===== src/source/debug_pkg.sv =====
package debug_pkg;

    //////////////////////////////////////////////////
    // Link and word widths
    //////////////////////////////////////////////////

    typedef logic [7:0]  byte_t;   // One byte on the host link.
    typedef logic [31:0] instr_t;  // Instruction or state word.

    localparam int BYTES_PER_WORD = 4;
    localparam int PROG_ADDR_W    = 10;  // Program memory address width.

    localparam instr_t HALT_INSTRUCTION = 32'hFFFF_FFFF;

    //////////////////////////////////////////////////
    // Host command codes
    //////////////////////////////////////////////////

    localparam byte_t CMD_SOFT_RESET     = 8'h00;
    localparam byte_t CMD_RESET_DONE     = 8'h01;  // Reply and host confirmation.
    localparam byte_t CMD_RUN_CONTINUOUS = 8'h03;
    localparam byte_t CMD_RUN_STEP       = 8'h07;
    localparam byte_t ACK_PART3          = 8'h08;
    localparam byte_t ACK_PART2          = 8'h10;
    localparam byte_t ACK_PART1          = 8'h18;
    localparam byte_t ACK_PART0          = 8'h20;
    localparam byte_t MSG_DUMP_END       = 8'h0B;
    localparam byte_t ACK_DUMP_END       = 8'h28;

    // First state word sits two entries into the select space.
    localparam int DB_SELECT_BASE = 2;

    //////////////////////////////////////////////////
    // Controller state and port bundles
    //////////////////////////////////////////////////

    typedef enum logic [2:0] {
        IDLE,
        SOFT_RESET,
        REPLY_RESET,
        LOAD,
        WAIT_START,
        RUN,
        DUMP,
        DUMP_END
    } dbg_state_t;

    typedef struct packed {
        logic  strobe;  // One cycle per received byte.
        byte_t data;
    } rx_byte_t;

    typedef struct packed {
        logic  start;   // Held until the host acknowledges.
        byte_t data;
    } tx_byte_t;

    typedef struct packed {
        logic                   en;
        logic [PROG_ADDR_W-1:0] addr;
        instr_t                 data;
    } prog_write_t;

endpackage


===== src/source/debug_fsm.sv =====
`timescale 1ns/10ps

module debug_fsm (
    input  logic              i_clock,
    input  logic              i_reset,
    input  logic              i_rx_done,
    input  logic              i_soft_reset_ack,
    input  logic              i_flag_halt,
    input  logic              i_halt_loaded,
    input  logic              i_dump_done,
    input  debug_pkg::byte_t    i_data_rx,
    input  debug_pkg::tx_byte_t i_dump_tx,
    output debug_pkg::rx_byte_t o_rx,
    output logic              o_loading,
    output logic              o_dump_start,
    output logic              o_soft_reset,
    output logic              o_exec_mode,
    output logic              o_enable_pc,
    output logic              o_enable_pipeline,
    output debug_pkg::tx_byte_t o_tx
);

    import debug_pkg::*;

    dbg_state_t state;
    dbg_state_t next_state;
    logic       rx_done_q;
    logic       rx_strobe;
    logic       exec_mode;    // 0 continuous, 1 single step.
    logic       run_first;    // High in the first cycle of RUN.
    logic       start_cmd;
    logic       run_enable;

    //////////////////////////////////////////////////
    // Received byte detection
    //////////////////////////////////////////////////

    assign rx_strobe = ~i_rx_done & rx_done_q;  // Falling edge of rx_done.

    assign o_rx.strobe = rx_strobe;
    assign o_rx.data   = i_data_rx;

    assign start_cmd = (state == WAIT_START) && rx_strobe &&
                       ((i_data_rx == CMD_RUN_CONTINUOUS) || (i_data_rx == CMD_RUN_STEP));

    always_ff @(posedge i_clock) begin
        if (!i_reset) begin
            state     <= IDLE;
            rx_done_q <= 1'b0;
            exec_mode <= 1'b0;
            run_first <= 1'b0;
        end else begin
            state     <= next_state;
            rx_done_q <= i_rx_done;
            run_first <= (state != RUN) && (next_state == RUN);
            if (start_cmd) begin
                exec_mode <= i_data_rx[2];  // Bit 2 tells step from continuous.
            end
        end
    end

    //////////////////////////////////////////////////
    // Next state
    //////////////////////////////////////////////////

    always_comb begin
        next_state = state;
        case (state)
            IDLE: begin
                if (rx_strobe && (i_data_rx == CMD_SOFT_RESET)) begin
                    next_state = SOFT_RESET;
                end
            end
            SOFT_RESET: begin
                if (!i_soft_reset_ack) begin
                    next_state = REPLY_RESET;  // Processor has seen the reset.
                end
            end
            REPLY_RESET: begin
                if (rx_strobe && (i_data_rx == CMD_RESET_DONE)) begin
                    next_state = LOAD;
                end
            end
            LOAD: begin
                if (i_halt_loaded) begin
                    next_state = WAIT_START;
                end
            end
            WAIT_START: begin
                if (start_cmd) begin
                    next_state = RUN;
                end
            end
            RUN: begin
                if (exec_mode || i_flag_halt) begin
                    next_state = DUMP;
                end
            end
            DUMP: begin
                if (i_dump_done) begin
                    next_state = DUMP_END;
                end
            end
            DUMP_END: begin
                if (rx_strobe && (i_data_rx == ACK_DUMP_END)) begin
                    // A step that has not reached HALT goes back for another start.
                    if (exec_mode && !i_flag_halt) begin
                        next_state = WAIT_START;
                    end else begin
                        next_state = IDLE;
                    end
                end
            end
            default: begin
                next_state = IDLE;
            end
        endcase
    end

    //////////////////////////////////////////////////
    // Outputs
    //////////////////////////////////////////////////

    // Single step runs only in the first cycle; continuous runs until HALT.
    assign run_enable = (state == RUN) && (exec_mode ? run_first : !i_flag_halt);

    assign o_enable_pc       = run_enable;
    assign o_enable_pipeline = run_enable;  // Same edge as the PC.
    assign o_soft_reset      = (state != SOFT_RESET);  // Active low.
    assign o_loading         = (state == LOAD);
    assign o_dump_start      = (state == RUN) && (next_state == DUMP);
    assign o_exec_mode       = exec_mode;

    always_comb begin
        case (state)
            REPLY_RESET: begin
                o_tx.start = 1'b1;
                o_tx.data  = CMD_RESET_DONE;
            end
            DUMP: begin
                o_tx = i_dump_tx;  // Sender owns the link here.
            end
            DUMP_END: begin
                o_tx.start = 1'b1;
                o_tx.data  = MSG_DUMP_END;
            end
            default: begin
                o_tx.start = 1'b0;
                o_tx.data  = '0;
            end
        endcase
    end

endmodule


===== src/source/program_loader.sv =====
`timescale 1ns/10ps

module program_loader (
    input  logic                  i_clock,
    input  logic                  i_reset,
    input  logic                  i_loading,
    input  debug_pkg::rx_byte_t   i_rx,
    output debug_pkg::prog_write_t o_prog_write,
    output logic                  o_halt_loaded
);

    import debug_pkg::*;

    localparam int COUNT_W = $clog2(BYTES_PER_WORD);

    logic [COUNT_W-1:0]     byte_count;
    logic [PROG_ADDR_W-1:0] write_addr;
    instr_t                 word;
    instr_t                 assembled;
    logic                   word_done;

    // New byte enters at the bottom, so the first one ends up as the MSB.
    assign assembled = {word[23:0], i_rx.data};
    assign word_done = i_loading && i_rx.strobe &&
                       (byte_count == COUNT_W'(BYTES_PER_WORD - 1));

    //////////////////////////////////////////////////
    // Byte count, address and write strobes
    //////////////////////////////////////////////////

    always_ff @(posedge i_clock) begin
        if (!i_reset) begin
            byte_count      <= '0;
            write_addr      <= '0;
            o_prog_write.en <= 1'b0;
            o_halt_loaded   <= 1'b0;
        end else begin
            o_prog_write.en <= word_done;  // One cycle per finished word.
            o_halt_loaded   <= word_done && (assembled == HALT_INSTRUCTION);
            if (word_done) begin
                o_prog_write.addr <= write_addr;
                o_prog_write.data <= assembled;
            end
            if (!i_loading) begin
                byte_count <= '0;
                write_addr <= '0;
            end else if (i_rx.strobe) begin
                byte_count <= byte_count + 1'b1;  // Wraps every word.
                if (word_done) begin
                    write_addr <= write_addr + 1'b1;
                end
            end
        end
    end

    //////////////////////////////////////////////////
    // Word assembly
    //////////////////////////////////////////////////

    always_ff @(posedge i_clock) begin
        if (!i_loading) begin
            word <= '0;
        end else if (i_rx.strobe) begin
            word <= assembled;
        end
    end

endmodule


===== src/source/register_dump_sender.sv =====
`timescale 1ns/10ps

module register_dump_sender #(
    parameter int DB_WORDS = 12,
    parameter int DB_SEL_W = 4
) (
    input  logic                i_clock,
    input  logic                i_reset,
    input  logic                i_start,
    input  debug_pkg::rx_byte_t i_rx,
    input  debug_pkg::instr_t   i_db_word,
    output debug_pkg::tx_byte_t o_tx,
    output logic [DB_SEL_W-1:0] o_db_select,
    output logic                o_done
);

    import debug_pkg::*;

    logic                busy;
    logic [1:0]          part;      // Byte of the word, 3 first.
    logic [DB_SEL_W-1:0] word_idx;
    byte_t               ack_code;
    logic                ack_ok;
    logic                last_word;

    // Each byte has its own acknowledge code.
    always_comb begin
        case (part)
            2'd3:    ack_code = ACK_PART3;
            2'd2:    ack_code = ACK_PART2;
            2'd1:    ack_code = ACK_PART1;
            default: ack_code = ACK_PART0;
        endcase
    end

    assign ack_ok    = busy && i_rx.strobe && (i_rx.data == ack_code);
    assign last_word = (word_idx == DB_SEL_W'(DB_WORDS - 1));
    assign o_done    = ack_ok && (part == 2'd0) && last_word;

    //////////////////////////////////////////////////
    // Part and word sequencing
    //////////////////////////////////////////////////

    always_ff @(posedge i_clock) begin
        if (!i_reset) begin
            busy     <= 1'b0;
            part     <= 2'd3;
            word_idx <= '0;
        end else if (i_start) begin
            busy     <= 1'b1;
            part     <= 2'(BYTES_PER_WORD - 1);
            word_idx <= '0;
        end else if (ack_ok) begin
            part <= part - 1'b1;  // 0 wraps to 3 for the next word.
            if (part == 2'd0) begin
                if (last_word) begin
                    busy <= 1'b0;
                end else begin
                    word_idx <= word_idx + 1'b1;
                end
            end
        end
    end

    //////////////////////////////////////////////////
    // Link byte and word select
    //////////////////////////////////////////////////

    assign o_tx.start  = busy;
    assign o_tx.data   = busy ? i_db_word[8*part +: 8] : '0;
    assign o_db_select = busy ? word_idx + DB_SEL_W'(DB_SELECT_BASE) : '0;

endmodule


===== src/source/debug_unit.sv =====
`timescale 1ns/10ps

module debug_unit #(
    parameter  int DB_WORDS = 12,
    localparam int DB_SEL_W = $clog2(DB_WORDS + debug_pkg::DB_SELECT_BASE)
) (
    input  logic                   i_clock,
    input  logic                   i_reset,
    input  logic                   i_rx_done,
    input  logic                   i_soft_reset_ack,
    input  logic                   i_flag_halt,
    input  debug_pkg::byte_t       i_data_rx,
    input  debug_pkg::instr_t      i_db_word,
    output debug_pkg::tx_byte_t    o_tx,
    output logic                   o_soft_reset,
    output logic                   o_exec_mode,
    output logic                   o_enable_pc,
    output logic                   o_enable_pipeline,
    output debug_pkg::prog_write_t o_prog_write,
    output logic [DB_SEL_W-1:0]    o_db_select
);

    import debug_pkg::*;

    rx_byte_t rx;
    tx_byte_t dump_tx;
    logic     loading;
    logic     halt_loaded;
    logic     dump_start;
    logic     dump_done;

    debug_fsm u_fsm (
        .i_clock           (i_clock),
        .i_reset           (i_reset),
        .i_rx_done         (i_rx_done),
        .i_soft_reset_ack  (i_soft_reset_ack),
        .i_flag_halt       (i_flag_halt),
        .i_halt_loaded     (halt_loaded),
        .i_dump_done       (dump_done),
        .i_data_rx         (i_data_rx),
        .i_dump_tx         (dump_tx),
        .o_rx              (rx),
        .o_loading         (loading),
        .o_dump_start      (dump_start),
        .o_soft_reset      (o_soft_reset),
        .o_exec_mode       (o_exec_mode),
        .o_enable_pc       (o_enable_pc),
        .o_enable_pipeline (o_enable_pipeline),
        .o_tx              (o_tx)
    );

    program_loader u_loader (
        .i_clock       (i_clock),
        .i_reset       (i_reset),
        .i_loading     (loading),
        .i_rx          (rx),
        .o_prog_write  (o_prog_write),
        .o_halt_loaded (halt_loaded)
    );

    register_dump_sender #(
        .DB_WORDS (DB_WORDS),
        .DB_SEL_W (DB_SEL_W)
    ) u_sender (
        .i_clock     (i_clock),
        .i_reset     (i_reset),
        .i_start     (dump_start),
        .i_rx        (rx),
        .i_db_word   (i_db_word),
        .o_tx        (dump_tx),
        .o_db_select (o_db_select),
        .o_done      (dump_done)
    );

endmodule


===== config.mk =====
export PLATFORM = sky130hd
export DESIGN_NAME = debug_unit
export DESIGN_NICKNAME = d
export VERILOG_FILES = /design/src/source/debug_pkg.sv /design/src/source/debug_fsm.sv /design/src/source/program_loader.sv /design/src/source/register_dump_sender.sv /design/src/source/debug_unit.sv
export SDC_FILE = /design/constraint.sdc
export NUM_CORES = 1
export LEC_CHECK = 0
export ABC_AREA = 1
export CAP_MARGIN = 20
export CELL_PAD_IN_SITES_DETAIL_PLACEMENT = 1
export CELL_PAD_IN_SITES_GLOBAL_PLACEMENT = 1
export CORE_MARGIN = 2
export CORE_UTILIZATION = 47
export CTS_CLUSTER_SIZE = 40
export DETAILED_ROUTE_END_ITERATION = 16
export DONT_BUFFER_PORTS = 1
export HOLD_SLACK_MARGIN = 0.15
export MAX_ROUTING_LAYER = met4
export PLACE_DENSITY = 0.86
export SETUP_SLACK_MARGIN = 0.2
export SYNTH_ARGS = -nofsm -noshare
export SYNTH_HDL_FRONTEND = slang
export SYNTH_SLANG_ARGS = --single-unit

===== constraint.sdc =====
create_clock -name i_clock -period 5.62 [get_ports i_clock]
set_clock_uncertainty 0.1 [all_clocks]
set_input_delay 0.843 -clock i_clock [delete_from_list [all_inputs] [get_ports i_clock]]
set_output_delay 0.843 -clock i_clock [all_outputs]
set_load 0.03 [all_outputs]

==> results.py, run 1 <==
metrics = {
    "synth": {
        "synthesis.nets": 512,
        "syn-mean-instance-area_um2": 8.728,
        "syn-cell-area_um2": 4006,
        "synthArstFlopShare_pct": 0,
        "ys.flop_type": "dfxtp_1",
        "synth-edff-count": 42,
        "ys_seq_elements": 93,
        "ys_seq_area_share_pct": 56.96,
        "yosysUniqueCellTypes": 29,
        "synthCells": 459,
        "synth-warning-count": 0,
    },
    "worst_hold_path": {
        "hp-start": "u_loader.word[18]$_SDFFE_PN0N_",
        "holdCritPathClass": "flop to flop",
        "whs_path_depth": 0,
    },
    "clock_network": {
        "post_cts_buffers": 0,
        "clk_root_buffer_cell": "clkbuf_8",
        "h-tree-depth": 3,
        "clk_pin_slew_ns": 0.09,
        "cts.path.max_buffers": 2,
        "cts_buffers": 9,
        "cts_hold_buf": 0,
        "tritoncts": "yes",
        "clock-sinks": 93,
        "clock_latency_ns": 0.36,
        "cts_resized": 0,
    },
    "cells_and_area": {
        "multi_input_comb_area_um2": 1518,
        "instances_no_fill": 570,
        "seq_area_um2": 2282,
        "area_delta_synth_final_pct": 8.588,
        "fillers": 998,
        "fin_nets": 514,
        "antenna_cells": 0,
        "final_util_pct": 52.68,
        "layout-drive-gt1-share_pct": 6.452,
        "fin_area_um2": 4350,
    },
    "die": {
        "dieArea_um2": 9279,
        "core_um2": 8258,
        "ioPinCount": 105,
        "die_w_um": 96.33,
        "rows": 33,
        "fp.dieH_um": 96.33,
        "initial_utilization_pct": 48.52,
    },
    "worst_setup_path": {
        "max_stage_delay_ns": 0.74,
        "reg2reg_depth": 11,
        "crit_chain": "clkinv_1 -> o21ai_0 -> o22ai_1 -> nand2_1 -> nand2_1",
        "cp.arrival_ns": 2.37,
        "cp-startpoint": "u_sender.part[0]$_SDFFE_PP1P_",
        "crit_end": "o_tx[3]",
        "crit_slowest_cell": "dfxtp_1",
        "r2r_start": "u_sender.part[0]$_SDFFE_PP1P_",
        "worstPathRequired_ns": 4.68,
        "crit_top_cell": "nand2_1",
        "crit_type": "flop to output pin",
        "setup.worst_path.start_class": "flop",
        "r2r_slack_ns": 2.61,
        "crit_path_max_fanout": 20,
        "end_kind": "output pin",
        "r2r_end": "u_sender.word_idx[3]$_SDFFE_PP0P_",
    },
    "placement": {
        "portBuffers": 0,
        "hpwl_mm": 7.058,
        "dpl_cell_area_um2": 4111,
        "dpl.cell_count": 554,
        "dpl_worst_slack_ns": 2.518,
        "place.gp.congestion": 0.8395,
    },
    "global_routing": {
        "grt_first_pass_wirelength_mm": 15.66,
        "grt_max_degree": 44,
        "antenna_found_initial": 0,
        "grt_overflow": 0,
        "track_usage_pct": 22.77,
        "grt_pass1_vias": 3306,
    },
    "route": {
        "wirelength_mm": 9.727,
        "num_vias": 3127,
        "drtAntennaViolNets": 0,
        "drc": 0,
        "wl_per_cell_um": 17.06,
        "viasPerCell": 5.486,
        "drt_first_iter_violations": 93,
        "drt-pass1-iter-count": 4,
    },
    "pwr": {
        "clkPwrFrac_pct": 40.8,
        "p_int_mw": 0.9594,
        "total_power_mw": 1.218,
        "combPwrFrac_pct": 1.6,
        "sw_frac_of_total_pct": 21.23,
        "pwr-share-seq_pct": 57.6,
        "power.switching_mw": 0.2585,
        "leakage_nw": 1.540,
        "power_density_nw_per_um2": 280.0,
        "vdd_ir_drop_max_mv": 0.1339,
    },
    "sta": {
        "hold_slack_ns": 0.3719,
        "setup_slack_ns": 2.310,
        "fin_crit_sh_pct": 58.91,
        "worst_pin_slew_ns": 0.6725,
        "totalNegativeSetupSlack_ns": 0,
        "period_minus_slack_ns": 3.310,
        "setup_viol": 0,
        "fmax_ghz": 0.3021,
        "slew_headroom_pct": 55.30,
        "grt_setup_unrepaired": "no",
        "hold_violations": 0,
        "final-max-slew-violation-count": 0,
    },
    "flow_run": {
        "cap_violations": 0,
    },
    "outcome": {
        "outcome": "finished, final reports clean",
    },
}
cell usage after synthesis (all sizes together), types with 2 or more instances:
cell,instances,area share [%]
a211oi,3,0.56
nand3,17,2.4
nor4,2,0.31
nor3,6,0.75
o22ai,3,0.47
xnor2,3,0.66
edfxtp,42,31
nor2,109,11
nand2,67,6.5
ha,8,2.5
xor2,5,1.1
dfxtp,51,25
or2,3,0.47
a21oi,25,3.2
clkinv,2,0.19
nand4,12,1.9
o21ai,45,5.6
clkbuf,10,0.94
inv,43,4.0
worst min path at each step:
stage                                          end  slack, ns
3_5_place_dp   u_loader.o_prog_write[10]$_DFFE_PP_       0.36
5_1_grt        u_loader.o_prog_write[11]$_DFFE_PP_       0.40
3_3_place_gp   u_loader.o_prog_write[41]$_DFFE_PP_       0.33
6_report       u_loader.o_prog_write[26]$_DFFE_PP_       0.37
2_1_floorplan  u_loader.o_prog_write[10]$_DFFE_PP_       0.31
4_1_cts        u_loader.o_prog_write[26]$_DFFE_PP_       0.38
worst max-delay path, delay by kind of cell (launching register included):
| kind | cells | cell delay [ns] |
|---|---|---|
| flip-flops | 1 | 0.74 |
| buffers and inverters | 1 | 0.57 |
| AO/OA/AOI/OAI | 2 | 0.43 |
| AND/OR/NAND/NOR | 2 | 0.26 |
cells in the final DEF, fill, tap and decap left out, drive strengths merged, types with 3 or more instances in the layout:
cell	instances
dfxtp	51
nor3	6
edfxtp	42
nand4	12
a211oi	3
nand3	17
nor2	109
ha	8
nand2	67
clkbuf	9
a21oi	25
o22ai	3
xnor2	3
xor2	5
or2	3
o21ai	45
inv	45
per-layer routing:
metal / share of wire, % / vias up / global-route usage, %
met1: 42 / 1483 / 25.35
met5: 0 / - / -
met2: 51 / 99 / 39.76
li1: - / 1520 / -
met3: 4.5 / 25 / 4.464
met4: 2.6 / 0 / 9.624
sequential cells by signal, summed over array words and instances, names as in the netlist, 2 cells and up:
| register | count |
|---|---|
| u_fsm.state | 3 |
| u_loader.byte_count | 2 |
| u_loader.o_prog_write | 43 |
| u_loader.word | 24 |
| u_loader.write_addr | 10 |
| u_sender.part | 2 |
| u_sender.word_idx | 4 |
power by group through the flow:
stage | logic [mW] | registers [mW] | clock network, mW
6_report | 0.0199 | 0.701 | 0.497
5_1_grt | 0.0228 | 0.701 | 0.528
4_1_cts | 0.0200 | 0.701 | 0.503
3_5_place_dp | 0.0198 | 0.717 | 0
3_3_place_gp | 0.0189 | 0.717 | 0
2_1_floorplan | 0.0156 | 0.717 | 0
final cells by class:
class / instances / share of cell area [%]
Clock buffer: 9 / 2.847
Clock inverter: 6 / 2.186
Inverter: 45 / 3.883
Multi-Input combinational cell: 310 / 34.89
Sequential cell: 93 / 52.46
Tap cell: 105 / 3.020
Timing Repair Buffer: 2 / 0.7190
cells by family after synthesis:
family / count (synthesis) / share of synthesized area, %
buffers and inverters: 56 / 5.341
AOI/OAI and AO/OA: 76 / 9.869
and+or+nand+nor: 218 / 23.58
DFF: 93 / 56.96
xor gates and xnor gates: 8 / 1.749
adders and majority gates: 8 / 2.499
Note: power is estimated with default switching activity, not from simulation.
==> inputs of run 2 (changes only) <==
--- a/config.mk
+++ b/config.mk
@@ -5,7 +5,7 @@
 export SDC_FILE = /design/constraint.sdc
 export NUM_CORES = 1
 export LEC_CHECK = 0
-export ABC_AREA = 1
+export ABC_AREA = 0
 export CAP_MARGIN = 20
 export CELL_PAD_IN_SITES_DETAIL_PLACEMENT = 1
 export CELL_PAD_IN_SITES_GLOBAL_PLACEMENT = 1
@@ -16,7 +16,7 @@
 export DONT_BUFFER_PORTS = 1
 export HOLD_SLACK_MARGIN = 0.15
 export MAX_ROUTING_LAYER = met4
-export PLACE_DENSITY = 0.86
+export PLACE_DENSITY = 0.84
 export SETUP_SLACK_MARGIN = 0.2
 export SYNTH_ARGS = -nofsm -noshare
 export SYNTH_HDL_FRONTEND = slang
==> constraint.sdc (replaced) <==
create_clock -name i_clock -period 3.4 [get_ports i_clock]
set_clock_uncertainty 0.1 [all_clocks]
set_input_delay 0.51 -clock i_clock [delete_from_list [all_inputs] [get_ports i_clock]]
set_output_delay 0.51 -clock i_clock [all_outputs]
set_load 0.03 [all_outputs]
==> run 2 against run 1 <==
Combinational power up 99%; non-clock buffer count up 14; utilization up 0.41 points; area after synthesis down 3.4%; sequential share of layout area up 0.66 points; total power up 68%; critical path type is now flop to flop; highest routed layer unchanged.
==> results.py, run 2 <==
metrics = {
    "synth": {
        "ys_seq_elements": 93,
        "yosysTopAreaCell": "edfxtp_1",
        "synthTopCellsByArea": "edfxtp_1 33%, dfxtp_1 26%, nand2_1 6.2%",
        "synthCells": 355,
        "synth-edff-count": 42,
        "syn-mean-instance-area_um2": 10.90,
        "synth-warning-count": 0,
        "ys_seq_area_share_pct": 58.95,
        "syn-cell-area_um2": 3871,
        "synthArstFlopShare_pct": 0,
        "yosysUniqueCellTypes": 44,
        "yosysMostFrequentCell": "nand2_1",
        "ys.flop_type": "dfxtp_1",
        "synthesis.nets": 408,
        "synth_top_area_share_pct": 32.58,
        "yosys-top-cells-count": "64 x nand2_1, 51 x dfxtp_1, 42 x edfxtp_1, 35 x a21oi_1, 23 x nor2_1",
    },
    "clock_network": {
        "clock_latency_ns": 0.36,
        "post_cts_buffers": 0,
        "clock-sinks": 93,
        "cts.path.max_buffers": 2,
        "clk_root_buffer_cell": "clkbuf_8",
        "cts_buffers": 9,
        "h-tree-depth": 3,
        "tritoncts": "yes",
        "cts_hold_buf": 9,
        "clk_pin_slew_ns": 0.09,
        "cts_resized": 0,
    },
    "cells_and_area": {
        "area_delta_synth_final_pct": 10.99,
        "layout_commonest_cell": "nand2_1",
        "top_register": "u_loader.o_prog_write",
        "multi_input_comb_area_um2": 1481,
        "antenna_cells": 0,
        "fin_nets": 416,
        "seq_area_um2": 2282,
        "fillers": 892,
        "final_cell_mix": "64 x nand2_1, 51 x dfxtp_1, 42 x edfxtp_1",
        "instances_no_fill": 473,
        "layout-drive-gt1-share_pct": 10.33,
        "fin_area_um2": 4297,
        "top_regs": "u_loader.o_prog_write: 43 flops, u_loader.word: 24 flops, u_loader.write_addr: 10 flops",
        "largest_reg_flops": 43,
    },
    "worst_setup_path": {
        "cp.arrival_ns": 3.10,
        "crit_slowest_cell": "dfxtp_1",
        "reg2reg_depth": 7,
        "crit_chain": "inv_1 -> ha_1 -> or3_1 -> a211oi_2 -> nand4_1 -> or4_1 -> a21oi_1",
        "crit_end": "u_sender.word_idx[3]$_SDFFE_PP0P_",
        "max_stage_delay_ns": 0.59,
        "crit_type": "flop to flop",
        "cp-startpoint": "u_sender.part[1]$_SDFFE_PP1P_",
        "r2r_end": "u_sender.word_idx[3]$_SDFFE_PP0P_",
        "end_kind": "flop",
        "setup.worst_path.start_class": "flop",
        "r2r_start": "u_sender.part[1]$_SDFFE_PP1P_",
        "r2r_slack_ns": 0.48,
        "worstPathRequired_ns": 3.58,
        "crit_path_max_fanout": 12,
    },
    "global_routing": {
        "antenna_found_initial": 0,
        "track_usage_pct": 23.08,
        "grt_max_degree": 29,
        "grt_pass1_vias": 2924,
        "grt.met1_usage_pct": 25.54,
        "grt_busiest_layer": "met2",
        "grt_overflow": 0,
        "grt_first_pass_wirelength_mm": 15.06,
        "grt.met2_usage_pct": 41.55,
        "met3_usage_pct": 4.868,
    },
    "die": {
        "fp.dieH_um": 94.76,
        "rows": 33,
        "core_um2": 8093,
        "ioPinCount": 105,
        "die_w_um": 94.76,
        "dieArea_um2": 8979,
        "initial_utilization_pct": 47.84,
    },
    "sta": {
        "setup_slack_ns": 0.4764,
        "fmax_ghz": 0.3420,
        "setup_viol": 0,
        "hold_violations": 0,
        "worst_pin_slew_ns": 0.7144,
        "final-max-slew-violation-count": 0,
        "slew_headroom_pct": 51.93,
        "fin_crit_sh_pct": 85.99,
        "totalNegativeSetupSlack_ns": 0,
        "period_minus_slack_ns": 2.924,
        "grt_setup_unrepaired": "no",
    },
    "route": {
        "wirelength_mm": 9.546,
        "drt_first_iter_violations": 111,
        "viasPerCell": 5.723,
        "wl_per_cell_um": 20.18,
        "drtAntennaViolNets": 0,
        "num_vias": 2707,
        "drt-pass1-iter-count": 4,
        "drc": 0,
    },
    "worst_hold_path": {
        "holdCritPathClass": "input pin to flop",
    },
    "placement": {
        "hpwl_mm": 6.694,
        "place.gp.congestion": 0.8405,
        "portBuffers": 0,
        "dpl_cell_area_um2": 3978,
        "dpl.cell_count": 448,
        "dpl_worst_slack_ns": 0.4886,
    },
    "pwr": {
        "power_density_nw_per_um2": 475.0,
        "total_power_mw": 2.041,
        "leakage_nw": 1.384,
        "vdd_ir_drop_max_mv": 0.2217,
    },
    "outcome": {
        "outcome": "finished, final reports clean",
    },
    "flow_run": {
        "cap_violations": 0,
    },
}
run 2: layout make-up:
type                       instances  share of cell area (%)
sequential                        93                   53.12
multi-input combinational        235                   34.48
timing repair buffer              16                   3.320
clock buffer                      10                   3.203
tap                              105                   3.058
clock inverter                     6                   2.126
inverter                           8                  0.6989
run 2: worst min path at each step:
stage | from | to | slack [ns] | cells after the start
2_1_floorplan | u_loader.write_addr[2]$_SDFFE_PN0P_ | u_loader.o_prog_write[34]$_DFFE_PP_ | 0.31 | 0
3_3_place_gp | u_loader.word[19]$_SDFFE_PN0N_ | u_loader.o_prog_write[27]$_DFFE_PP_ | 0.34 | 0
3_5_place_dp | u_loader.word[23]$_SDFFE_PN0N_ | u_loader.o_prog_write[31]$_DFFE_PP_ | 0.35 | 0
4_1_cts | i_data_rx[2] | u_loader.word[2]$_SDFFE_PN0N_ | 0.17 | 2
5_1_grt | i_reset | u_fsm.state[0]$_SDFF_PN0_ | 0.16 | 1
6_report | i_reset | u_fsm.state[0]$_SDFF_PN0_ | 0.18 | 1
run 2: stage by stage:
stage                     util [%]  hold slack [ns]
final                        53.09           0.1794
after global routing         53.09           0.1647
after CTS                    53.09           0.1671
after detailed placement     49.15           0.3503
after global placement       49.15           0.3400
after floorplan                  -           0.3082
run 2: critical path, delay by kind of cell (launching register included):
kind / cells / cell delay, ns
adder cells (fa/ha/maj): 1 / 0.21
flip-flops: 1 / 0.59
AO/OA/AOI/OAI: 2 / 0.38
buffers and inverters: 1 / 0.16
AND/OR/NAND/NOR: 3 / 1.41
run 2: where the power goes:
| part | switching, mW | internal, mW |
|---|---|---|
| sequential | 0.000438 | 1.16 |
| combinational | 0.0168 | 0.0228 |
| clock | 0.402 | 0.440 |
run 2: layer usage:
layer  part of all wire [%]  wire length, µm
met5                      0                0
met4                    1.0               99
met3                    5.0              474
met2                     53             5072
met1                     41             3899
run 2: cell families (layout without fill, tap and decap cells):
family	count (synthesis)	count (layout)	share of synthesized area, %
simple gates	148	148	18.33
flops	93	93	58.95
compound gates	54	54	8.533
buf+inv	27	40	3.038
xor+xnor	15	15	3.394
mux	10	10	5.171
fa+ha+maj	8	8	2.586
